## config.mk

```make
export PLATFORM = sky130hd
export DESIGN_NAME = id_ex_buffer
export DESIGN_NICKNAME = d
export VERILOG_FILES = /design/src/ctrl_pkg.sv /design/src/isa_pkg.sv /design/src/id_ex_buffer.sv
export SDC_FILE = /design/constraint.sdc
export NUM_CORES = 1
export LEC_CHECK = 0
export BUFFER_PORTS_ARGS = -buffer_cell sky130_fd_sc_hd__buf_2
export CAP_MARGIN = 20
export CORE_AREA = 2 2 94 96
export CTS_CLUSTER_SIZE = 16
export DETAILED_ROUTE_END_ITERATION = 8
export DIE_AREA = 0 0 96 98
export GPL_TIMING_DRIVEN = 0
export PLACE_DENSITY = 0.73
export SLEW_MARGIN = 10
export SYNTH_ARGS = -nofsm -noshare
export SYNTH_HDL_FRONTEND = slang
export SYNTH_SLANG_ARGS = --single-unit
```

## constraint.sdc

```tcl
create_clock -name clk -period 7.4 [get_ports clk]
set_clock_uncertainty 0.15 [all_clocks]
set_input_delay 1.11 -clock clk [delete_from_list [all_inputs] [get_ports clk]]
set_output_delay 1.11 -clock clk [all_outputs]
set_load 0.005 [all_outputs]
```

## src/ctrl_pkg.sv

```systemverilog
package ctrl_pkg;

  // Second ALU operand
  typedef logic alu_src_t;
  localparam alu_src_t ALU_SRC_REG = 1'b0;  // rt contents
  localparam alu_src_t ALU_SRC_IMM = 1'b1;  // Sign-extended immediate

  // Write-back value
  typedef logic wr_src_t;
  localparam wr_src_t WR_SRC_ALU = 1'b0;
  localparam wr_src_t WR_SRC_MEM = 1'b1;

  // Destination register field
  typedef logic dst_sel_t;
  localparam dst_sel_t DST_RT = 1'b0;
  localparam dst_sel_t DST_RD = 1'b1;

endpackage

```

## src/isa_pkg.sv

```systemverilog
package isa_pkg;

  // Word and field types
  typedef logic [31:0] word_t;   // Data or instruction word
  typedef logic [3:0]  regno_t;  // Register number
  typedef logic [5:0]  op1_t;    // Primary opcode
  typedef logic [7:0]  op2_t;    // Secondary opcode
  typedef logic [15:0] imm_t;    // Immediate field

  // Primary opcodes
  localparam op1_t OP1_ALUR = 6'b000000;
  localparam op1_t OP1_LW   = 6'b010010;
  localparam op1_t OP1_SW   = 6'b011010;
  localparam op1_t OP1_ADDI = 6'b100000;
  localparam op1_t OP1_ANDI = 6'b100100;
  localparam op1_t OP1_ORI  = 6'b100101;
  localparam op1_t OP1_XORI = 6'b100110;

  // Secondary opcodes, only meaningful under OP1_ALUR
  localparam op2_t OP2_EQ   = 8'b00001000;
  localparam op2_t OP2_LT   = 8'b00001001;
  localparam op2_t OP2_LE   = 8'b00001010;
  localparam op2_t OP2_NE   = 8'b00001011;
  localparam op2_t OP2_ADD  = 8'b00100000;
  localparam op2_t OP2_AND  = 8'b00100100;
  localparam op2_t OP2_OR   = 8'b00100101;
  localparam op2_t OP2_XOR  = 8'b00100110;
  localparam op2_t OP2_SUB  = 8'b00101000;
  localparam op2_t OP2_NAND = 8'b00101100;
  localparam op2_t OP2_NOR  = 8'b00101101;
  localparam op2_t OP2_NXOR = 8'b00101110;
  localparam op2_t OP2_RSHF = 8'b00110000;
  localparam op2_t OP2_LSHF = 8'b00110001;

  // Field positions within the instruction word
  localparam int OP1_HI = 31;
  localparam int OP1_LO = 26;
  localparam int OP2_HI = 25;
  localparam int OP2_LO = 18;
  localparam int IMM_HI = 23;  // Overlaps op2 and rd
  localparam int IMM_LO = 8;
  localparam int RD_HI  = 11;
  localparam int RD_LO  = 8;
  localparam int RS_HI  = 7;
  localparam int RS_LO  = 4;
  localparam int RT_HI  = 3;
  localparam int RT_LO  = 0;

endpackage
```

## src/id_ex_buffer.sv

```systemverilog
module id_ex_buffer (
  input  logic               clk,
  input  logic               reset,
  input  logic               dec_valid,
  input  isa_pkg::op1_t      op1,
  input  isa_pkg::op2_t      op2,
  input  isa_pkg::word_t     rs_val,
  input  isa_pkg::word_t     rt_val,
  input  isa_pkg::word_t     sxt_imm,
  input  isa_pkg::regno_t    wr_regno,
  input  ctrl_pkg::alu_src_t alu_src,
  input  ctrl_pkg::wr_src_t  wr_src,
  input  logic               reg_we,
  input  logic               mem_we,
  output logic               ex_valid,
  output isa_pkg::op1_t      ex_op1,
  output isa_pkg::op2_t      ex_op2,
  output isa_pkg::word_t     ex_rs_val,
  output isa_pkg::word_t     ex_rt_val,
  output isa_pkg::word_t     ex_sxt_imm,
  output isa_pkg::regno_t    ex_wr_regno,
  output ctrl_pkg::alu_src_t ex_alu_src,
  output ctrl_pkg::wr_src_t  ex_wr_src,
  output logic               ex_reg_we,
  output logic               ex_mem_we
);

  always_ff @(posedge clk or posedge reset) begin
    if (reset) begin
      ex_valid    <= 1'b0;
      ex_op1      <= '0;
      ex_op2      <= '0;
      ex_rs_val   <= '0;
      ex_rt_val   <= '0;
      ex_sxt_imm  <= '0;
      ex_wr_regno <= '0;
      ex_alu_src  <= ctrl_pkg::ALU_SRC_REG;
      ex_wr_src   <= ctrl_pkg::WR_SRC_ALU;
      ex_reg_we   <= 1'b0;
      ex_mem_we   <= 1'b0;
    end else begin
      ex_valid    <= dec_valid;
      ex_op1      <= op1;
      ex_op2      <= op2;
      ex_rs_val   <= rs_val;
      ex_rt_val   <= rt_val;
      ex_sxt_imm  <= sxt_imm;
      ex_wr_regno <= wr_regno;
      ex_alu_src  <= alu_src;
      ex_wr_src   <= wr_src;
      ex_reg_we   <= reg_we & dec_valid;  // Idle cycle writes nothing
      ex_mem_we   <= mem_we & dec_valid;
    end
  end

endmodule

```

=== Yosys cells after proc, flatten, opt, wreduce, memory -nomap -nowiden ===
Cells that the tools add are included.

* Word-level logic and storage cells: 13
* Output and inout bits: 119
* Input bits: 121
* Bits in registers: 119

* Bitwise logic cells: 2

{| class="wikitable"
|+ Operator list
! operator !! number
|-
| 1-bit bitwise AND || 2
|}

=== Logic depth before layout (Yosys ltp) ===
* Depth after elaboration: 1
* Gate-level depth with buffers: 1
* Gate-level depth less buffers: 1

=== Worst setup path before layout ===
OpenSTA, ideal clock, no wires.

* Kind: register to output
* Start point: reg ex_alu_src
* End point: out ex_alu_src
* Cell stages (with the launch flop): 1
* Path buffers: 0
* Setup slack: 5791 ps
* Arrival: 349 ps
* Required time: 6140 ps
* Cells stage by stage: dfrtp_1

{| class="wikitable"
|+ RTL lines
! item !! line !! source
|-
| from (decl) || id_ex_buffer.sv:22 || <nowiki>output ctrl_pkg::alu_src_t ex_alu_src,</nowiki>
|-
| from (signal assigned) || id_ex_buffer.sv:37 || <nowiki>ex_alu_src <= ctrl_pkg::ALU_SRC_REG;</nowiki>
|-
| from (signal assigned) || id_ex_buffer.sv:49 || <nowiki>ex_alu_src <= alu_src;</nowiki>
|}

No word-level cell between the ends.

=== Worst setup path after layout ===
* Start point: reg ex_sxt_imm[29]
* End point: out ex_sxt_imm[29]

{| class="wikitable"
|+ RTL lines
! item !! line !! source
|-
| from (decl) || id_ex_buffer.sv:20 || <nowiki>output isa_pkg::word_t ex_sxt_imm,</nowiki>
|-
| from (signal assigned) || id_ex_buffer.sv:47 || <nowiki>ex_sxt_imm <= sxt_imm;</nowiki>
|}

No word-level cell between the ends.

==> key figures <==
Routing
  • Vias: 1982
  • ANT nets after route: 0
  • WL per Instance: 14.3 um
  • Via-per-instance ratio: 3.95
  • DRC: 0
  • Final WL: 7.17 mm
  • Pre-antenna DRT Iters: 4
  • 1st-iter DRT viols: 35

Power
  • Switch Pwr: 0.330 mW
  • Final Power: 1.58 mW
  • Maximum VDD drop: 0.000168 V
  • Pwr dens: 319 nW/um^2
  • Static leakage: 2.64 nW
  • Seq pwr share: 43.7%
  • Combinational share of power: ~5.3%
  • Int Power: 1.25 mW
  • Sw Share: between 20% and 30%
  • Clock power share: 51.0%

Worst setup path
  • Slowest CP cell: dfrtp_1
  • CP Class: flop to output port
  • WP buf/inv: 1
  • CP arrival: 1.00 ns
  • CP max stage delay: 0.38 ns
  • Critical Path Start Type: flop
  • Cell chain of the critical path: buf_2
  • CP endpoint kind: output port
  • Worst EP required: 6.14 ns
  • CP top delay family: flip-flops
  • CP max FO: 1

Timing
  • Fin. Hold Viols: 0
  • Setup-failing EPs final: 0
  • Final Max Tran Viols: 0
  • Final Cycle Share: a little under a third
  • Max_slew headroom: 68.2%
  • Setup TNS: 0 ns
  • Fin Hold WS: 0.506 ns
  • Max Freq: 0.442 GHz
  • RSZ-0062 raised after global routing: no
  • Final min period: 2.26 ns
  • Worst-Margin Slew: 0.476 ns

Floorplanning
  • Die height: 98 um
  • Site row count: 34
  • Initial core utilization: 35.4%
  • Die ar.: 9410 um^2
  • Ports: 240
  • Core ar.: approximately 8500 um^2
  • Die W: 96 um

Clock network
  • CTS-repair resized insts: 0
  • Hold buffer count at CTS: 0
  • TritonCTS clock tree: yes
  • Worst-path clk slew: 0.05 ns
  • H-tree level count: 4
  • Clock root cell: clkbuf_8
  • CTS Buf Count: 17
  • Setup bufs post-CTS: 0
  • Deepest clock path buffer count: 2
  • Sink Count: 119

Hold path
  • HP Class: input pin to async pin

Yosys
  • Sequential cell area fraction in the yosys report: between 90% and 100%
  • Synthesized area: around 3000 um^2
  • Mapped Cells: approximately 120
  • Post-Syn Area per Cell: 24.5 um^2
  • Yosys reg bits: about 120
  • Synth warn: 0
  • Post-Syn Nets: 243
  • Post-synth cell types: 3

Global route
  • Global-route wire length before repair: approximately 11 mm
  • Number of global-route vias before repair: ~2200
  • Total track usage: 15.9%
  • Initial antenna violation count: 0
  • Largest net degree at the start of global routing: 67
  • Overflow left after global routing: 0

Place
  • Cell Area, Placed: 4360 um^2
  • IO Port Bufs: ~240
  • GP Congestion: 0.726
  • Dpl cells: between 400 and 500
  • HPWL after DPL: 5.69 mm

Cells and area
  • Share of cells above drive strength 1: 69.3%
  • Post-route cell area: a little under 5000 um^2
  • Final nets: 502
  • Non-Filler Instances: 502
  • Synth-to-layout area growth: 65.6%
  • Diode count: 0

Run
  • Max-Cap Viols: 0

Status
  • Outcome: completed
==> metal layers <==
metal	track usage [%]	up-vias	wire, um
li1	-	900	-
met1	16.7	942	2470
met2	26.2	134	3710
met3	8.26	6	930
met4	6.59	0	62
met5	0	-	0
==> power groups by stage <==
| stage | logic [mW] | clock network (mW) | registers (mW) |
|---|---|---|---|
| 6_report | 0.0839 | 0.807 | 0.692 |
| 3_5_place_dp | 0.0871 | 0 | 0.704 |
| 2_1_floorplan | 0.00979 | 0 | 0.709 |
| 3_3_place_gp | 0.0829 | 0 | 0.703 |
| 4_1_cts | 0.0872 | 0.827 | 0.693 |
| 5_1_grt | 0.0949 | 0.862 | 0.696 |
==> final timing paths <==
check                                from        endpoint  slack (ns)  cells past startpoint
setup / recovery           ex_sxt_imm[29]  ex_sxt_imm[29]        5.14                      1
hold / removal                      reset   ex_sxt_imm[5]        0.51                      2
max in group asynchronous           reset  ex_sxt_imm[16]        5.93                      3
min in group clk                   op2[6]       ex_op2[6]        0.57                      1
==> cell type report <==
cell class              count  area [um^2]
fillers                   695         3510
flip-flops and latches    119         2980
repair buffers            240         1220
clock buffers              18          428
clock inverters            14          174
well taps                 108          135
multi-input cells           2         12.5
inverters                   1         8.76
==> cells by family after synthesis <==
kind of cell / Yosys count / synth area share [%]
DFF: 119 / 99.5
and+or+nand+nor: 2 / 0.418
buffers and inverters: 1 / 0.125
==> placed cells by master, fill, tap and decap left out <==
| master | netlist | layout |
|---|---|---|
| and2_1 | 2 | 2 |
| clkbuf_16 | 0 | 16 |
| buf_2 | 0 | 239 |
| dfrtp_1 | 119 | 119 |
| bufinv_16 | 0 | 3 |
| buf_16 | 0 | 1 |
| inv_6 | 0 | 4 |
| clkinv_2 | 0 | 2 |
| clkinvlp_4 | 0 | 4 |
| clkinv_4 | 0 | 2 |
| clkbuf_8 | 0 | 2 |
==> flip-flops by register name (all words and copies together), names as in the netlist <==
name / count
ex_alu_src: 1
ex_mem_we: 1
ex_op1: 6
ex_op2: 8
ex_reg_we: 1
ex_rs_val: 32
ex_rt_val: 32
ex_sxt_imm: 32
ex_valid: 1
ex_wr_regno: 4
ex_wr_src: 1
==> stage by stage <==
| stage | setup slack (ns) | utilization, % |
|---|---|---|
| final | 5.14 | 58.6 |
| after global routing | 5.07 | 58.6 |
| after CTS | 5.08 | 58.6 |
| after detailed placement | 5.38 | 51.5 |
| after global placement | 2.06 | 51.1 |
| after floorplan | 2.98 | - |
==> synth_stat cells <==
master   instances  area share, %
and2_1           2           0.42
dfrtp_1        119             99
inv_1            1           0.13
Note: power is estimated with default switching activity, not from simulation.
