--- src/isa_pkg.sv ---
package isa_pkg;

  // Word and field types
  typedef logic [31:0] word_t;   // Data or instruction word
  typedef logic [3:0]  regno_t;  // Register number
  typedef logic [5:0]  op1_t;    // Primary opcode
  typedef logic [7:0]  op2_t;    // Secondary opcode
  typedef logic [15:0] imm_t;    // Immediate field

  // Primary opcodes
  localparam op1_t OP1_ALUR = 6'b000000;
  localparam op1_t OP1_LW   = 6'b010010;
  localparam op1_t OP1_SW   = 6'b011010;
  localparam op1_t OP1_ADDI = 6'b100000;
  localparam op1_t OP1_ANDI = 6'b100100;
  localparam op1_t OP1_ORI  = 6'b100101;
  localparam op1_t OP1_XORI = 6'b100110;

  // Secondary opcodes, only meaningful under OP1_ALUR
  localparam op2_t OP2_EQ   = 8'b00001000;
  localparam op2_t OP2_LT   = 8'b00001001;
  localparam op2_t OP2_LE   = 8'b00001010;
  localparam op2_t OP2_NE   = 8'b00001011;
  localparam op2_t OP2_ADD  = 8'b00100000;
  localparam op2_t OP2_AND  = 8'b00100100;
  localparam op2_t OP2_OR   = 8'b00100101;
  localparam op2_t OP2_XOR  = 8'b00100110;
  localparam op2_t OP2_SUB  = 8'b00101000;
  localparam op2_t OP2_NAND = 8'b00101100;
  localparam op2_t OP2_NOR  = 8'b00101101;
  localparam op2_t OP2_NXOR = 8'b00101110;
  localparam op2_t OP2_RSHF = 8'b00110000;
  localparam op2_t OP2_LSHF = 8'b00110001;

  // Field positions within the instruction word
  localparam int OP1_HI = 31;
  localparam int OP1_LO = 26;
  localparam int OP2_HI = 25;
  localparam int OP2_LO = 18;
  localparam int IMM_HI = 23;  // Overlaps op2 and rd
  localparam int IMM_LO = 8;
  localparam int RD_HI  = 11;
  localparam int RD_LO  = 8;
  localparam int RS_HI  = 7;
  localparam int RS_LO  = 4;
  localparam int RT_HI  = 3;
  localparam int RT_LO  = 0;

endpackage
--- src/reg_file.sv ---
module reg_file (
  input  logic            clk,
  input  logic            reset,
  input  isa_pkg::regno_t rs,
  input  isa_pkg::regno_t rt,
  output isa_pkg::word_t  rs_val,
  output isa_pkg::word_t  rt_val,
  input  logic            we,
  input  isa_pkg::regno_t wr_regno,
  input  isa_pkg::word_t  wr_data
);

  localparam int NUM_REGS = 1 << $bits(isa_pkg::regno_t);

  isa_pkg::word_t regs [NUM_REGS];

  always_ff @(posedge clk or posedge reset) begin
    if (reset) begin
      for (int i = 0; i < NUM_REGS; i++) begin
        regs[i] <= '0;
      end
    end else if (we) begin
      regs[wr_regno] <= wr_data;
    end
  end

  // Write-through so a same-cycle read sees the value being written
  assign rs_val = (we && (wr_regno == rs)) ? wr_data : regs[rs];
  assign rt_val = (we && (wr_regno == rt)) ? wr_data : regs[rt];

endmodule

--- config.mk ---
export PLATFORM = sky130hd
export DESIGN_NAME = reg_file
export DESIGN_NICKNAME = d
export VERILOG_FILES = /design/src/isa_pkg.sv /design/src/reg_file.sv
export SDC_FILE = /design/constraint.sdc
export NUM_CORES = 1
export LEC_CHECK = 0
export BUFFER_PORTS_ARGS = -buffer_cell sky130_fd_sc_hd__buf_2
export CELL_PAD_IN_SITES_DETAIL_PLACEMENT = 1
export CELL_PAD_IN_SITES_GLOBAL_PLACEMENT = 1
export CORE_UTILIZATION = 57
export CTS_BUF_LIST = sky130_fd_sc_hd__clkbuf_16
export CTS_CLUSTER_SIZE = 30
export DETAILED_ROUTE_END_ITERATION = 12
export GPL_TIMING_DRIVEN = 0
export PLACE_DENSITY = 0.93
export RECOVER_POWER = 100
export REMOVE_ABC_BUFFERS = 1
export SLEW_MARGIN = 20
export SYNTH_ARGS = -nofsm -noshare
export SYNTH_HDL_FRONTEND = slang
export SYNTH_SLANG_ARGS = --single-unit
--- constraint.sdc ---
create_clock -name clk -period 27.7 [get_ports clk]
set_input_delay 2.77 -clock clk [delete_from_list [all_inputs] [get_ports clk]]
set_output_delay 2.77 -clock clk [all_outputs]
set_load 0.01 [all_outputs]
== After elaboration in Yosys (flattened, before gate mapping) ==
Index checks and enable logic that the tools add are counted.

* Bits in registers: 512
* Memories: 0
* Memory bits (writable): 0
* Bits in latches: 0
* Bits in read-only memories: 0

* Eq/ne operators: 2
* $lt $le $gt $ge: 4
* Multipliers: 0
* Shift operators: 0
* Mux-type cells: 11
* Add/sub/neg operators: 0
* Reductions and logical operators: 3
* Divide/modulo/power cells: 0
* Bitwise gates (word level): 3

{| class="wikitable"
|+ Operators by type and width
! kind !! number
|-
| bitwise mux 512 bit || 1
|-
| binary-select mux 32 bit (select 4 bit) || 2
|-
| 2-to-1 mux 32 bit || 7
|-
| demux 32 bit (select 4 bit) || 1
|-
| greater-or-equal comparator 5 bit (second input constant) || 3
|-
| NOT 4 -> 5 bit || 3
|-
| equality test 4 bit || 2
|-
| less-than comparator 5 x 1 -> 1 bit (second input constant) || 1
|-
| logical AND 1 bit || 3
|}

== Logic depth before layout (Yosys ltp) ==
* Depth after elaboration: 6
* Gate-level depth with buffers: 7
* Depth with buffers taken out: 4

== Worst setup path after synthesis ==
OpenSTA, ideal clock, no wires.

* Path type: input -> output
* From: input port rt[0]
* To: output port rt_val[10]
* Stages: 7
* Buffers on the path: 3
* Arrival time: 4.467 ns
* Setup slack: 20.463 ns
* Cell sequence: clkbuf_1 > buf_2 > buf_2 > mux4_2 > a22oi_1 > nand2_1 > mux2_2

* Word-level cells in the longest chain between the ends: 5
* Elaborated cells on any way between the ends: 7

{| class="wikitable"
|+ Ends and longest elaborated chain
! element !! line !! text
|-
| start: declaration || reg_file.sv:5 || <nowiki>input isa_pkg::regno_t rt,</nowiki>
|-
| NOT 4 -> 5 bit (not written as such) || reg_file.sv:29 || <nowiki>assign rt_val = (we && (wr_regno == rt)) ? wr_data : regs[rt];</nowiki>
|-
| binary-select mux 32 bit (select 4 bit) || reg_file.sv:29 ||
|-
| 2-to-1 mux 32 bit (not written as such) (2 in series) || reg_file.sv:29 ||
|-
| 2-to-1 mux 32 bit * || reg_file.sv:29 ||
|-
| end: declaration || reg_file.sv:7 || <nowiki>output isa_pkg::word_t rt_val,</nowiki>
|}

Every way passes the cells marked *; elsewhere a longest branch is shown, timed or not. The select of a mux whose other input is x is not followed.

== Final worst setup path ==
* From: input port rt[1]
* To: output port rt_val[24]

The elaborated chain is that of the path after synthesis.

==> impl_metrics.json <==
{
  "tritoncts": "done",
  "post-route-period-util_pct": 57.7,
  "yosys.area_share.adder_pct": 0,
  "synth.yosys.warnings": 0,
  "synth_top_cells_by_area": "dfrtp_1 (47%), mux2_2 (23%), mux4_2 (21%)",
  "cts-root-buf": "clkbuf_16",
  "ctsResizeCount": 0,
  "detailed_place_hpwl_mm": 52.3,
  "clock_tree.buffer_depth": 3,
  "clkPwrFrac_pct": 31.5,
  "timing.final.setup_violations": 0,
  "grt_pass1_vias": 21200,
  "area_occupied_by_multi_input_gates_um2": 13800,
  "synthCells": 1757,
  "first_iter_violations": 2100,
  "finish.net_count": 1837,
  "die_area_um2": 48800,
  "insertion_delay_ps": 630,
  "ys_ff_latch": 512,
  "synth_top_area_cell": "dfrtp_1",
  "post_synth_mux_area_share_pct": 45.0,
  "slew_viol_final": 1111,
  "maxSlewHeadroom_pct": -310,
  "power.ir.vdd_worst_mv": 0.0490,
  "area_growth_from_synthesis_to_final_layout_pct": 10.4,
  "arrival_ps": 13220,
  "min_from": "regs[148]$_DFFE_PP0P_",
  "antenna_viol_nets_final": 0,
  "detail_route.wl_per_cell_um": 39.6,
  "numPlacedInstances": 2339,
  "grt_first_pass_wirelength_mm": 146,
  "failed_checks": "DRC, capacitance limit, slew limit",
  "finalCriticalPeriod_ps": 15990,
  "compound_gate_fraction_of_synth_area_pct": 3.41,
  "count_of_vias_placed_by_the_detailed_router": 19000,
  "internal_power_mw": 1.71,
  "post-route-drc-count": 9,
  "largest_family_of_logic_cells_by_synthesized_area": "multiplexers",
  "hold_violations_final": 0,
  "largest_register_ffs": 512,
  "floorplan.io_pins": 111,
  "ys_types": 22,
  "mappedNetlistArea_um2": 27300,
  "grt_start_max_net_pins": 112,
  "synth_top_area_share_pct": 46.9,
  "hold_crit_class": "flip-flop to flip-flop",
  "r2r_cells": 1,
  "layout.filler_cells": 4101,
  "timing_worst_slew_pin_value_ps": 6150,
  "timing.fmax_mhz": 62.5,
  "synth-xor-area-share_pct": 0.257,
  "leakage_power_of_the_design_nw": 12.5,
  "antenna_found_initial": 2,
  "post_route_cells_drive_above_1_share_pct": 48.7,
  "syn-mean-instance-area_um2": 15.5,
  "biggestRegsByFlops": "regs x512",
  "endpoint_kind": "output pin",
  "grt_remaining_overflow": 0,
  "final_weighted_congestion_in_routability_driven_placement": 0.743,
  "layout.cells.non_filler": 2441,
  "r2r_start": "regs[243]$_DFFE_PP0P_",
  "crit_path_class": "primary input to output pin",
  "worstPathRequired_ps": 24930,
  "number_of_buffer_cells_added_on_primary_ports": 110,
  "worst_path_maximum_fanout": 79,
  "top_register_by_number_of_flip_flops": "regs",
  "setup_total_negative_slack_ps": 0,
  "die_width_um": 221,
  "placement_rows": 79,
  "rr_endpoint": "regs[243]$_DFFE_PP0P_",
  "core_area_um2": 46900,
  "yosysSeqAreaShare_pct": 46.9,
  "first_drt_pass_iteration_count": 10,
  "comb_power_share_pct": 24.1,
  "ff_latch_area_um2": 12800,
  "path_clk_slew_ps": 60,
  "hold-path-endpoint": "regs[148]$_DFFE_PP0P_",
  "timing.hold.worst_path_depth": 1,
  "rrSetupSlack_ps": 26730,
  "routed_wl_mm": 96.5,
  "synthSimpleGateAreaFrac_pct": 1.59,
  "start_util_pct": 58.3,
  "globalRouteTotalUtil_pct": 40.7,
  "worst_hold_margin_ps": 524,
  "worst_setup_path_start_kind": "primary input",
  "cts_num_sinks": 512,
  "total_power_consumption_of_the_routed_design_mw": 2.48,
  "tritoncts.num_buffers": 56,
  "power.switching_mw": 0.775,
  "die_h_um": 221,
  "cts_hold_buf": 0,
  "worst_clock_skew_ps": 0,
  "cts_max_level": 2,
  "buffers_inserted_by_post_cts_timing_repair": 0,
  "utilization_pct": 64.4,
  "outcome": "complete, but fails checks",
  "vias_per_cell": 7.80,
  "power.sequential.fraction_pct": 44.4,
  "unrepaired_setup_endpoints_after_global_routing": "false",
  "power.share.switching_pct": 31.2,
  "power.density_cell_area_nw_per_um2": 82.4,
  "max_cap_viol_count": 28
}
## layout make-up
class	instances	share of cell area (%)
multi-input combinational	1064	45.7
tap	607	2.52
clock inverter	44	1.38
sequential	512	42.5
clock buffer	57	4.73
antenna	1	0.00830
timing repair buffer	155	3.20
inverter	1	0.0166
## metrics by stage
stage	setup WS (ps)	area [um^2]
after detailed placement	19400	29100
after floorplan	10630	26500
after CTS	19380	31000
final	11710	30200
after global placement	6200	27900
after global routing	11530	30200
## routing by layer
| layer | vias to the layer above | share of wire (%) | routed length (um) | GRT usage, % |
|---|---|---|---|---|
| met5 | - | 0.013 | 13 | 0 |
| met4 | 2 | 6.0 | 5750 | 23.8 |
| met3 | 436 | 9.7 | 9320 | 10.7 |
| met2 | 1466 | 49 | 47000 | 64.3 |
| met1 | 10200 | 36 | 34500 | 51.4 |
| li1 | 6905 | - | - | - |
## worst max-delay path, stage by stage
cell	delay, ps
clkbuf_1	2340
clkbuf_1	4080
xor2_1	330
nor4_1	1690
clkbuf_1	600
clkbuf_1	680
mux2_1	420
buf_2	160
## how the worst max path moves through the flow
| stage | from | end | cells after the start |
|---|---|---|---|
| floorplan | reset | regs[0]$_DFFE_PP0P_ | 1 |
| global placement | reset | regs[99]$_DFFE_PP0P_ | 2 |
| detailed placement | rs[1] | rs_val[0] | 9 |
| CTS | rs[1] | rs_val[0] | 9 |
| global route | rt[1] | rt_val[24] | 8 |
| finish | rt[1] | rt_val[24] | 8 |
## cells in the mapped netlist
library cell	number
nand2b_1	4
nand3b_1	2
dfrtp_1	512
or3_1	3
nor2_1	12
xnor2_1	2
nor2b_1	5
xor2_1	6
mux4_2	258
mux2_1	13
buf_1	14
a22oi_1	124
buf_2	51
nand2_1	66
mux2_2	563
nor4_2	2
nand3_1	1
clkbuf_1	113
nor3b_1	1
inv_1	1
buf_6	2
and2_0	2
## power by group through the flow
stage	Clock, mW	Combinational [mW]	Sequential [mW]
after floorplan	0	0.415	1.01
after global placement	0	0.530	1.03
after detailed placement	0	0.576	1.08
after CTS	0.782	0.609	1.09
after global routing	0.807	0.627	1.11
final	0.782	0.599	1.10
## logic make-up after synthesis
kind of cell / Yosys count
flip-flops: 512
buffers and inverters: 181
XOR/XNOR: 8
AO/OA/AOI/OAI: 124
multiplexers: 834
AND/OR/NAND/NOR: 98
## cells in the final DEF (no fill, tap or decap)
master	Yosys	layout
a22oi_1	124	124
and2_2	0	2
buf_12	0	4
buf_16	0	9
buf_2	51	65
buf_8	0	2
bufinv_16	0	8
clkbuf_1	113	75
clkbuf_16	0	57
clkinv_1	0	7
clkinv_2	0	14
clkinvlp_2	0	1
clkinvlp_4	0	2
dfrtp_1	512	512
diode_2	0	1
inv_1	1	10
inv_6	0	3
mux2_1	13	114
mux2_2	563	462
mux4_2	258	258
nand2_1	66	66
nand2b_1	4	4
nand3_1	1	1
nand3b_1	2	2
nor2_1	12	10
nor2_4	0	2
nor2b_1	5	1
nor2b_4	0	4
nor3b_1	1	1
nor4_1	0	2
or3_1	3	3
xnor2_1	2	2
xor2_1	6	6
Note: power is estimated with default switching activity, not from simulation.
