$ cat src/ctrl_pkg.sv
package ctrl_pkg;

  // Second ALU operand
  typedef logic alu_src_t;
  localparam alu_src_t ALU_SRC_REG = 1'b0;  // rt contents
  localparam alu_src_t ALU_SRC_IMM = 1'b1;  // Sign-extended immediate

  // Write-back value
  typedef logic wr_src_t;
  localparam wr_src_t WR_SRC_ALU = 1'b0;
  localparam wr_src_t WR_SRC_MEM = 1'b1;

  // Destination register field
  typedef logic dst_sel_t;
  localparam dst_sel_t DST_RT = 1'b0;
  localparam dst_sel_t DST_RD = 1'b1;

endpackage

$ cat src/isa_pkg.sv
package isa_pkg;

  // Word and field types
  typedef logic [31:0] word_t;   // Data or instruction word
  typedef logic [3:0]  regno_t;  // Register number
  typedef logic [5:0]  op1_t;    // Primary opcode
  typedef logic [7:0]  op2_t;    // Secondary opcode
  typedef logic [15:0] imm_t;    // Immediate field

  // Primary opcodes
  localparam op1_t OP1_ALUR = 6'b000000;
  localparam op1_t OP1_LW   = 6'b010010;
  localparam op1_t OP1_SW   = 6'b011010;
  localparam op1_t OP1_ADDI = 6'b100000;
  localparam op1_t OP1_ANDI = 6'b100100;
  localparam op1_t OP1_ORI  = 6'b100101;
  localparam op1_t OP1_XORI = 6'b100110;

  // Secondary opcodes, only meaningful under OP1_ALUR
  localparam op2_t OP2_EQ   = 8'b00001000;
  localparam op2_t OP2_LT   = 8'b00001001;
  localparam op2_t OP2_LE   = 8'b00001010;
  localparam op2_t OP2_NE   = 8'b00001011;
  localparam op2_t OP2_ADD  = 8'b00100000;
  localparam op2_t OP2_AND  = 8'b00100100;
  localparam op2_t OP2_OR   = 8'b00100101;
  localparam op2_t OP2_XOR  = 8'b00100110;
  localparam op2_t OP2_SUB  = 8'b00101000;
  localparam op2_t OP2_NAND = 8'b00101100;
  localparam op2_t OP2_NOR  = 8'b00101101;
  localparam op2_t OP2_NXOR = 8'b00101110;
  localparam op2_t OP2_RSHF = 8'b00110000;
  localparam op2_t OP2_LSHF = 8'b00110001;

  // Field positions within the instruction word
  localparam int OP1_HI = 31;
  localparam int OP1_LO = 26;
  localparam int OP2_HI = 25;
  localparam int OP2_LO = 18;
  localparam int IMM_HI = 23;  // Overlaps op2 and rd
  localparam int IMM_LO = 8;
  localparam int RD_HI  = 11;
  localparam int RD_LO  = 8;
  localparam int RS_HI  = 7;
  localparam int RS_LO  = 4;
  localparam int RT_HI  = 3;
  localparam int RT_LO  = 0;

endpackage
$ cat src/inst_decoder.sv
module inst_decoder (
  input  logic               inst_valid,
  input  isa_pkg::word_t     inst,
  output isa_pkg::regno_t    rs,
  output isa_pkg::regno_t    rt,
  input  isa_pkg::word_t     rs_val,
  input  isa_pkg::word_t     rt_val,
  output logic               dec_valid,
  output isa_pkg::op1_t      op1,
  output isa_pkg::op2_t      op2,
  output isa_pkg::word_t     sxt_imm,
  output isa_pkg::regno_t    wr_regno,
  output ctrl_pkg::alu_src_t alu_src,
  output ctrl_pkg::wr_src_t  wr_src,
  output logic               reg_we,
  output logic               mem_we
);

  isa_pkg::imm_t      imm;
  isa_pkg::regno_t    rd;
  ctrl_pkg::dst_sel_t dst_sel;

  // Field extraction
  assign op1 = inst[isa_pkg::OP1_HI:isa_pkg::OP1_LO];
  assign op2 = inst[isa_pkg::OP2_HI:isa_pkg::OP2_LO];
  assign imm = inst[isa_pkg::IMM_HI:isa_pkg::IMM_LO];
  assign rd  = inst[isa_pkg::RD_HI:isa_pkg::RD_LO];
  assign rs  = inst[isa_pkg::RS_HI:isa_pkg::RS_LO];
  assign rt  = inst[isa_pkg::RT_HI:isa_pkg::RT_LO];

  assign dec_valid = inst_valid;
  assign sxt_imm   = {{($bits(isa_pkg::word_t) - $bits(isa_pkg::imm_t)){imm[15]}}, imm};

  // Destination picked by the control table
  assign wr_regno = (dst_sel == ctrl_pkg::DST_RD) ? rd : rt;

  // Control table of the kept opcodes
  always_comb begin
    alu_src = ctrl_pkg::ALU_SRC_IMM;
    wr_src  = ctrl_pkg::WR_SRC_ALU;
    dst_sel = ctrl_pkg::DST_RT;
    reg_we  = 1'b0;
    mem_we  = 1'b0;
    case (op1)
      isa_pkg::OP1_ALUR: begin
        alu_src = ctrl_pkg::ALU_SRC_REG;
        dst_sel = ctrl_pkg::DST_RD;
        reg_we  = 1'b1;
      end
      isa_pkg::OP1_LW: begin
        wr_src = ctrl_pkg::WR_SRC_MEM;
        reg_we = 1'b1;
      end
      isa_pkg::OP1_SW: begin
        mem_we = 1'b1;  // Stores rt at rs plus the immediate
      end
      isa_pkg::OP1_ADDI,
      isa_pkg::OP1_ANDI,
      isa_pkg::OP1_ORI,
      isa_pkg::OP1_XORI: begin
        reg_we = 1'b1;
      end
      default: begin
        // Unknown opcode behaves as a no-op
        reg_we = 1'b0;
        mem_we = 1'b0;
      end
    endcase
  end

endmodule

$ cat config.mk
export PLATFORM = sky130hd
export DESIGN_NAME = inst_decoder
export DESIGN_NICKNAME = d
export VERILOG_FILES = /design/src/ctrl_pkg.sv /design/src/isa_pkg.sv /design/src/inst_decoder.sv
export SDC_FILE = /design/constraint.sdc
export NUM_CORES = 1
export LEC_CHECK = 0
export BUFFER_PORTS_ARGS = -buffer_cell sky130_fd_sc_hd__buf_4
export CAP_MARGIN = 20
export CORE_AREA = 2 2 61 63
export DETAILED_ROUTE_END_ITERATION = 12
export DIE_AREA = 0 0 63 65
export PLACE_DENSITY = 0.69
export RECOVER_POWER = 50
export SLEW_MARGIN = 10
export SYNTH_ARGS = -nofsm -noshare
export SYNTH_HDL_FRONTEND = slang
export SYNTH_SLANG_ARGS = --single-unit
export TNS_END_PERCENT = 100
$ cat constraint.sdc
create_clock -name vclk -period 1.2
set_clock_uncertainty 0.1 [all_clocks]
set_input_delay 0 -clock vclk [all_inputs]
set_output_delay 0 -clock vclk [all_outputs]
set_load 0.02 [all_outputs]
**Word-level counts from Yosys, hierarchy flattened**

Cells that the tools add are included.

- Bits in registers: 0
- Output and inout port bits: 63
- Logic and storage cells: 14
- Bits of input ports: 97

- Mux-type cells: 6
- Reductions and logical operators: 2
- Equality and inequality tests: 6

Operators with widths:

| cell | number |
|---|---|
| $eq 6x6->1 const B | 4 |
| $eq 6x5->1 const B | 2 |
| $logic_not 6->1 | 1 |
| $reduce_or 6->1 | 1 |
| $mux 1 | 5 |
| $mux 4 | 1 |

**Longest topological paths before layout**

Gate-level depths: netlist of the first run.

- Depth in word-level cells: 3
- Depth in mapped cells: 4

**Worst setup path after synthesis of the first run**

No wires, ideal clock.

- Path kind: input to output
- From: input inst[26]
- To: output reg_we
- Slack: -0.111 ns
- Path buffers: 0
- Stages on the path: 3
- Arrival time: 1.211 ns
- Cell sequence: or3_4 nor3_1 a211o_1

- Cells in the longest elaborated chain, start to end: 3

RTL lines:

| what | line | text |
|---|---|---|
| start, declared | inst_decoder.sv:3 | `input isa_pkg::word_t inst,` |
| $eq 6x6->1 (tied with other cells) | inst_decoder.sv:44 | `case (op1)` |
| $reduce_or 6->1 (no source line) * | n/a |  |
| $mux 1 * | inst_decoder.sv:44 |  |
| end, declared | inst_decoder.sv:15 | `output logic reg_we,` |

Every way passes the cells marked *; elsewhere a longest branch is shown, timed or not.

**Worst setup path after layout of the first run**

- From: input inst[28]
- To: output wr_regno[2]

- Cells in the longest elaborated chain, start to end: 3

RTL lines:

| what | line | text |
|---|---|---|
| $logic_not 6->1 | inst_decoder.sv:44 |  |
| $mux 1 | inst_decoder.sv:44 |  |
| $mux 4 | inst_decoder.sv:35 | `assign wr_regno = (dst_sel == ctrl_pkg::DST_RD) ? rd : rt;` |
| end, declared | inst_decoder.sv:12 | `output isa_pkg::regno_t wr_regno,` |

Every way passes these cells.

==> flow_summary.json, run 1 <==
{
  "status": "complete, no violations",
  "netlist_area_um2": 556,
  "ir_drop_v": 0.000309,
  "io_buffers": 36,
  "grt_max_degree": 19,
  "vias": 414,
  "avgSynthCellArea_um2": 7.82,
  "seq_cells": 0,
  "maxSlewViolCount": 0,
  "drt_first_pass_iters": 4,
  "ant_nets": 0,
  "worstPathRequired_ns": 1.10,
  "worstPathCellList": "buf_6 -> or3_4 -> nand2b_4 -> mux2_4 -> buf_6",
  "wl_per_cell_um": 10.7,
  "overflow": 0,
  "ys_types": 11,
  "synthToLayoutAreaGrowth_pct": 24.3,
  "antenna_cells": 0,
  "arrival_ns": 1.10,
  "crit_path_max_incr_delay_ns": 0.38,
  "regArea_um2": 0,
  "num_rows": 22,
  "min_period_over_period_pct": 100,
  "final_hold_viol_count": 0,
  "rsz0062_at_grt": "true",
  "initialDrtViolationCount": 3,
  "antenna_found_initial": 0,
  "finalPower_w": 0.000342,
  "drt-total-wl_mm": 1.32,
  "cp-startpoint": "inst[28]",
  "hold_path.class": "input port to output pin",
  "crit_type": "input port to output pin",
  "setup_viol": 0,
  "worst_pin_slew_ns": 1.07,
  "pin_count": 160,
  "p_leak_nw": 0.332,
  "vias_per_cell": 3.34,
  "coreArea_mm2": 0.00350,
  "fin_nets": 175,
  "drv_cap": 0,
  "drc": 0,
  "post-route-util_pct": 19.8,
  "dieArea_mm2": 0.00410,
  "worstPathMaxFanout": 5,
  "tns_ns": 0,
  "gp_congestion": 0.631,
  "min_from": "inst[8]",
  "clkbuf_count": 0,
  "die_h_um": 65,
  "track_usage_pct": 5.26,
  "fin_hold_ws_ns": 0.171,
  "crit_top_cell": "buf_6",
  "ys_warn_count": 0,
  "p_per_area_mw_per_mm2": 495,
  "slew_headroom_pct": 29.3,
  "drive_gt1_share_pct": 51.3,
  "grt_pass1_wl_mm": 1.82,
  "grt_pass1_vias": 394,
  "layout_min_cycle_time_ns": 1.20,
  "setup_slack_ns": 0.000267,
  "fmax_ghz": 0.834,
  "start_util_pct": 15.9,
  "syn_nets": 168,
  "synthCells": 71,
  "slowest_stage": "or3_4",
  "start_kind": "input port",
  "yosysSeqAreaShare_pct": 0,
  "die_w_um": 63,
  "cp-end-kind": "output pin",
  "pre_cts_ws_ns": -0.0478,
  "n_fill_cell": 403
}
## cells in the final DEF (no fill, tap or decap)
master         instances
buf_4                 24
dlygate4sd3_1         18
clkbuf_1              11
buf_6                  7
mux2_4                 4
nor3_1                 2
nand2_1                2
or3_4                  1
nand2b_4               1
nor3_4                 1
inv_1                  1
o21ai_0                1
nor4_1                 1
a211o_1                1
clkbuf_4               1
## final timing paths
| check | depth (start not counted) | to |
|---|---|---|
| setup / recovery | 5 | wr_regno[2] |
| hold / removal | 2 | sxt_imm[0] |
## synthesized netlist by cell type (all sizes together)
library cell  instances  area (um2)
nand2b                1        13.8
nor4                  1        6.26
mux2                  4        60.1
nand2                 2        7.51
nor3                  3        15.0
inv                   1        3.75
a211o                 1        8.76
buf                  56         424
or3                   1        11.3
o21ai                 1        5.00
## layout make-up
type	count	area (um2)	area share (%)
repair buffers	61	488	70.7
inverters	1	3.75	0.543
well taps	48	60.1	8.70
multi-input cells	14	139	20.1
## per-stage QoR
step | std cells | cell area [um2]
3_5_place_dp | 104 | 504
4_1_cts | 124 | 748
2_1_floorplan | 71 | 561
6_report | 124 | 691
3_3_place_gp | 104 | 504
5_1_grt | 124 | 691
## where the power goes
part	switching, W	total [W]	internal (W)
clock network	0	0	0
registers	0	0	0
logic	0.000208	0.000342	0.000134
total	0.000208	0.000342	0.000134
## kinds of logic after synthesis
kind of cell | Yosys count | synth area share, %
buffers and inverters | 57 | 77.0
AND/OR/NAND/NOR | 8 | 9.68
multiplexers | 4 | 10.8
AO/OA/AOI/OAI | 2 | 2.48
## repair_timing
item | 4_1_cts | 5_1_grt
pin swaps | 1 | 0
buffers inserted | 1 | 0
gates cloned | 0 | 0
setup endpoints to repair | 5 | 5
endpoints found under the hold margin | 41 | 0
resized for setup | 7 | 1
hold buffers | 19 | 0
## critical path: cells and delay by family
kind                   cells  cell delay, ns
buffers and inverters      2            0.22
muxes                      1            0.31
and+or+nand+nor            2            0.56
## metal layers
| metal | GRT usage, % | vias to the layer above | routed length [um] |
|---|---|---|---|
| li1 | - | 181 | - |
| met1 | 5.21 | 182 | 393 |
| met2 | 10.9 | 51 | 682 |
| met3 | 1.91 | 0 | 248 |
| met4 | 0 | 0 | 0 |
| met5 | 0 | - | 0 |
Power figures use the tool's default switching activity.
==> run 2, diff against run 1 <==
Settings changed: RECOVER_POWER 50 to default, SLEW_MARGIN 10 to 20.
==> run 2 against run 1 <==
Compared with the run above: routed wire length decreased by 0.68%; via count increased by 0.48%; final area increased by 8.9%; global-route usage unchanged; non-clock buffer count unchanged; sequential share of layout area unchanged; critical path depth unchanged; flip-flop and latch count unchanged; highest routed layer unchanged.
==> flow_summary.json, run 2 (synthesized netlist as in run 1, its figures left out) <==
{
  "status": "complete, no violations",
  "track_usage_pct": 5.26,
  "antenna_found_initial": 0,
  "crit_path_max_incr_delay_ns": 0.38,
  "drt-total-wl_mm": 1.32,
  "internal_power_w": 0.000158,
  "arrival_ns": 1.10,
  "wl_met2_um": 679,
  "multi_input_area_um2": 139,
  "wl_per_cell_um": 10.6,
  "n_fill_cell": 387,
  "grt_pass1_wl_mm": 1.82,
  "drive_gt1_share_pct": 65.8,
  "final_common_cell": "buf_4",
  "p_switching_w": 0.000208,
  "cp-end-kind": "output pin",
  "crit_type": "input port to output pin",
  "final_cell_mix": "35 x buf_4, 18 x dlygate4sd3_1, 7 x buf_6, 4 x mux2_4",
  "drc": 0,
  "grt_pass1_vias": 394,
  "post-route-util_pct": 21.5,
  "setup_viol": 0,
  "slowest_stage": "or3_4",
  "highest_layer": "met3",
  "min_period_over_period_pct": 100,
  "drv_cap": 0,
  "ant_nets": 0,
  "maxSlewViolCount": 0,
  "crit_top_cell": "buf_6",
  "gp_congestion": 0.631,
  "io_buffers": 36,
  "worstPathRequired_ns": 1.10,
  "vias_per_cell": 3.35,
  "start_util_pct": 15.9,
  "start_kind": "input port",
  "worst_pin_slew_ns": 0.466,
  "clkbuf_count": 0,
  "dieArea_mm2": 0.00410,
  "rsz0062_at_grt": "true",
  "drt_first_pass_iters": 4,
  "fin_hold_ws_ns": 0.110,
  "worstPathCellList": "buf_6 -> or3_4 -> nand2b_4 -> mux2_4 -> buf_6",
  "overflow": 0,
  "hold_path.class": "input port to output pin",
  "num_rows": 22,
  "pwr-share-comb_pct": 100.0,
  "regArea_um2": 0,
  "p_per_area_mw_per_mm2": 486,
  "grt_max_degree": 19,
  "p_sw_share_pct": 56.9,
  "fmax_ghz": 0.834,
  "pin_count": 160,
  "power_frac_seq_pct": 0,
  "p_leak_nw": 0.379,
  "vias": 416,
  "synthToLayoutAreaGrowth_pct": 35.4,
  "final_hold_viol_count": 0,
  "finalPower_w": 0.000366,
  "route.met3.wl_um": 242,
  "coreArea_mm2": 0.00350,
  "drt-met1-wl_um": 393,
  "die_w_um": 63,
  "initialDrtViolationCount": 3,
  "antenna_cells": 0,
  "slew_headroom_pct": 68.8,
  "p_clk_share_pct": 0,
  "fin_nets": 175,
  "die_h_um": 65,
  "layout_min_cycle_time_ns": 1.20,
  "seq_cells": 0,
  "worstPathMaxFanout": 5,
  "ir_drop_v": 0.000313
}
-- run 2: cell count changes in the layout (fill, tap and decap cells not counted), sizes merged --
cell and delta:
clkbuf -12, buf +12
-- run 2: worst paths after layout --
kind	start	endpoint	slack, ns	cells past startpoint
worst max-delay path	inst[28]	wr_regno[2]	0.0005	5
worst min-delay path	inst[8]	sxt_imm[0]	0.11	2
-- run 2: area by class of cell --
| cell class | count | share of cell area (%) |
|---|---|---|
| timing repair buffer | 61 | 73.0 |
| multi-input combinational | 14 | 18.5 |
| tap | 48 | 7.99 |
| inverter | 1 | 0.499 |
-- run 2: layer usage --
metal  vias up  global-route usage (%)
met5         -                       0
met2        52                    10.9
met4         0                       0
met1       183                    5.21
met3         0                    1.91
li1        181                       -
-- run 2: stage by stage --
stage / setup TNS [ns] / cells / area [um2] / setup WS (ns)
floorplan: 0 / 71 / 561 / 0.0983
global placement: -0.170 / 104 / 504 / -0.0431
detailed placement: -0.194 / 104 / 504 / -0.0478
CTS: -0.0158 / 124 / 748 / -0.00828
global route: -0.102 / 124 / 752 / -0.0272
finish: 0 / 124 / 752 / 0.000487
-- run 2: repair_timing --
action | CTS | global route
setup buffers | 1 | 0
endpoints found under the setup margin | 5 | 5
pin swaps | 1 | 0
gates resized for setup | 7 | 1
hold buffers | 19 | 0
endpoints found under the hold margin | 41 | 0
-- run 2: worst max-delay path: cells and delay by family --
family                 cells  cell delay [ns]
multiplexers               1             0.31
buffers and inverters      2             0.22
AND/OR/NAND/NOR            2             0.56
-- run 2: power groups by stage --
stage	clock (W)	sequential [W]	combinational [W]
final	0	0	0.000366
after global routing	0	0	0.000382
after CTS	0	0	0.000366
after detailed placement	0	0	0.000186
after global placement	0	0	0.000186
after floorplan	0	0	0.000308
==> run 3, diff against run 2 <==
Settings changed: BUFFER_PORTS_ARGS -buffer_cell sky130_fd_sc_hd__buf_4 to -buffer_cell sky130_fd_sc_hd__buf_2.
==> run 3 against run 2 <==
Compared with the run above: setup slack gained 0.0016 ns; critical path depth is the same; combinational power shrank 8.5%; die area is the same; first-iteration DRC count shrank 67%; largest cell class unchanged; hold slack gained 0.013 ns; sequential share of layout area is the same.
==> flow_summary.json, run 3 (synthesized netlist as in run 1, its figures left out) <==
{
  "status": "complete, no violations",
  "drive_gt1_share_pct": 65.3,
  "grt_max_degree": 19,
  "initialDrtViolationCount": 1,
  "antenna_cells": 0,
  "min_period_over_period_pct": 99.8,
  "maxSlewViolCount": 0,
  "final_hold_viol_count": 0,
  "cp-end-kind": "output pin",
  "io_buffers": 36,
  "ant_nets": 0,
  "gp_congestion": 0.654,
  "vias_per_cell": 3.35,
  "track_usage_pct": 4.78,
  "fin_nets": 174,
  "drv_cap": 0,
  "p_leak_nw": 0.350,
  "vias": 412,
  "synthToLayoutAreaGrowth_pct": 20.3,
  "design_area_um2": 668,
  "fin_hold_ws_ns": 0.123,
  "wl_per_cell_um": 10.2,
  "cp-startpoint": "inst[28]",
  "post-route-util_pct": 19.1,
  "dpl_cell_area_um2": 407,
  "start_kind": "input port",
  "instances_no_fill": 123,
  "dieArea_mm2": 0.00410,
  "final_cell_mix": "29 x buf_2, 18 x dlygate4sd3_1, 6 x buf_6, 6 x buf_4, 4 x mux2_4",
  "antenna_found_initial": 0,
  "hold_path.class": "input port to output pin",
  "worst_pin_slew_ns": 0.455,
  "worstPathMaxFanout": 5,
  "seq_cells": 0,
  "slew_headroom_pct": 69.6,
  "regArea_um2": 0,
  "grt_pass1_vias": 333,
  "layout_min_cycle_time_ns": 1.20,
  "start_util_pct": 15.9,
  "tns_ns": 0,
  "pin_count": 160,
  "die_h_um": 65,
  "arrival_ns": 1.10,
  "final_common_cell": "buf_2",
  "crit_type": "input port to output pin",
  "coreArea_mm2": 0.00350,
  "grt_pass1_wl_mm": 1.61,
  "drt-total-wl_mm": 1.25,
  "p_per_area_mw_per_mm2": 502,
  "fmax_ghz": 0.835,
  "drt_first_pass_iters": 2,
  "worstPathRequired_ns": 1.10,
  "rsz0062_at_grt": "true",
  "place_inst": 103,
  "setup_viol": 0,
  "overflow": 0,
  "die_w_um": 63,
  "ir_drop_v": 0.000296,
  "num_rows": 22,
  "drc": 0,
  "crit_end": "wr_regno[2]",
  "clkbuf_count": 0,
  "dp_hpwl_um": 904
}
[run 3: what timing repair did]
action | in CTS | in global routing
hold endpoints to repair | 41 | 0
resized for setup | 10 | 2
endpoints found under the setup margin | 5 | 5
pin swaps | 1 | 0
hold buffers | 19 | 0
buffers inserted | 0 | 1
[run 3: area by class of cell]
cell class | instances | area (um2)
Fill cell | 386 | 2830
Timing Repair Buffer | 60 | 465
Multi-Input combinational cell | 14 | 139
Tap cell | 48 | 60.1
Inverter | 1 | 3.75
[run 3: worst min path at each step]
stage	from	depth (start not counted)	end
detailed placement	inst[25]	0	op2[7]
finish	inst[31]	2	op1[5]
CTS	inst[31]	2	op1[5]
floorplan	inst[29]	1	wr_src
global placement	inst[25]	0	op2[7]
global route	inst[31]	2	op1[5]
[run 3: power breakdown]
group / internal [W] / total (W) / switching [W]
clock: 0 / 0 / 0
sequential: 0 / 0 / 0
combinational: 0.000130 / 0.000335 / 0.000206
[run 3: metal layers]
layer  up-vias  GRT usage (%)  wire length [um]
met1       183           4.90               381
met5         -              0                 0
met2        51           10.1               643
met4         0              0                 0
li1        178              -                 -
met3         0           1.22               225
[run 3: stage by stage]
step | setup slack (ns) | power [W]
6_report | 0.00208 | 0.000335
5_1_grt | -0.0384 | 0.000350
4_1_cts | -0.0106 | 0.000331
3_5_place_dp | -0.0417 | 0.000149
3_3_place_gp | -0.0333 | 0.000149
2_1_floorplan | 0.0983 | 0.000308
[run 3: critical path: stages]
cell and delay, ns:
buf_6 0.09, or3_4 0.38, nand2b_4 0.18, mux2_4 0.31, buf_6 0.13
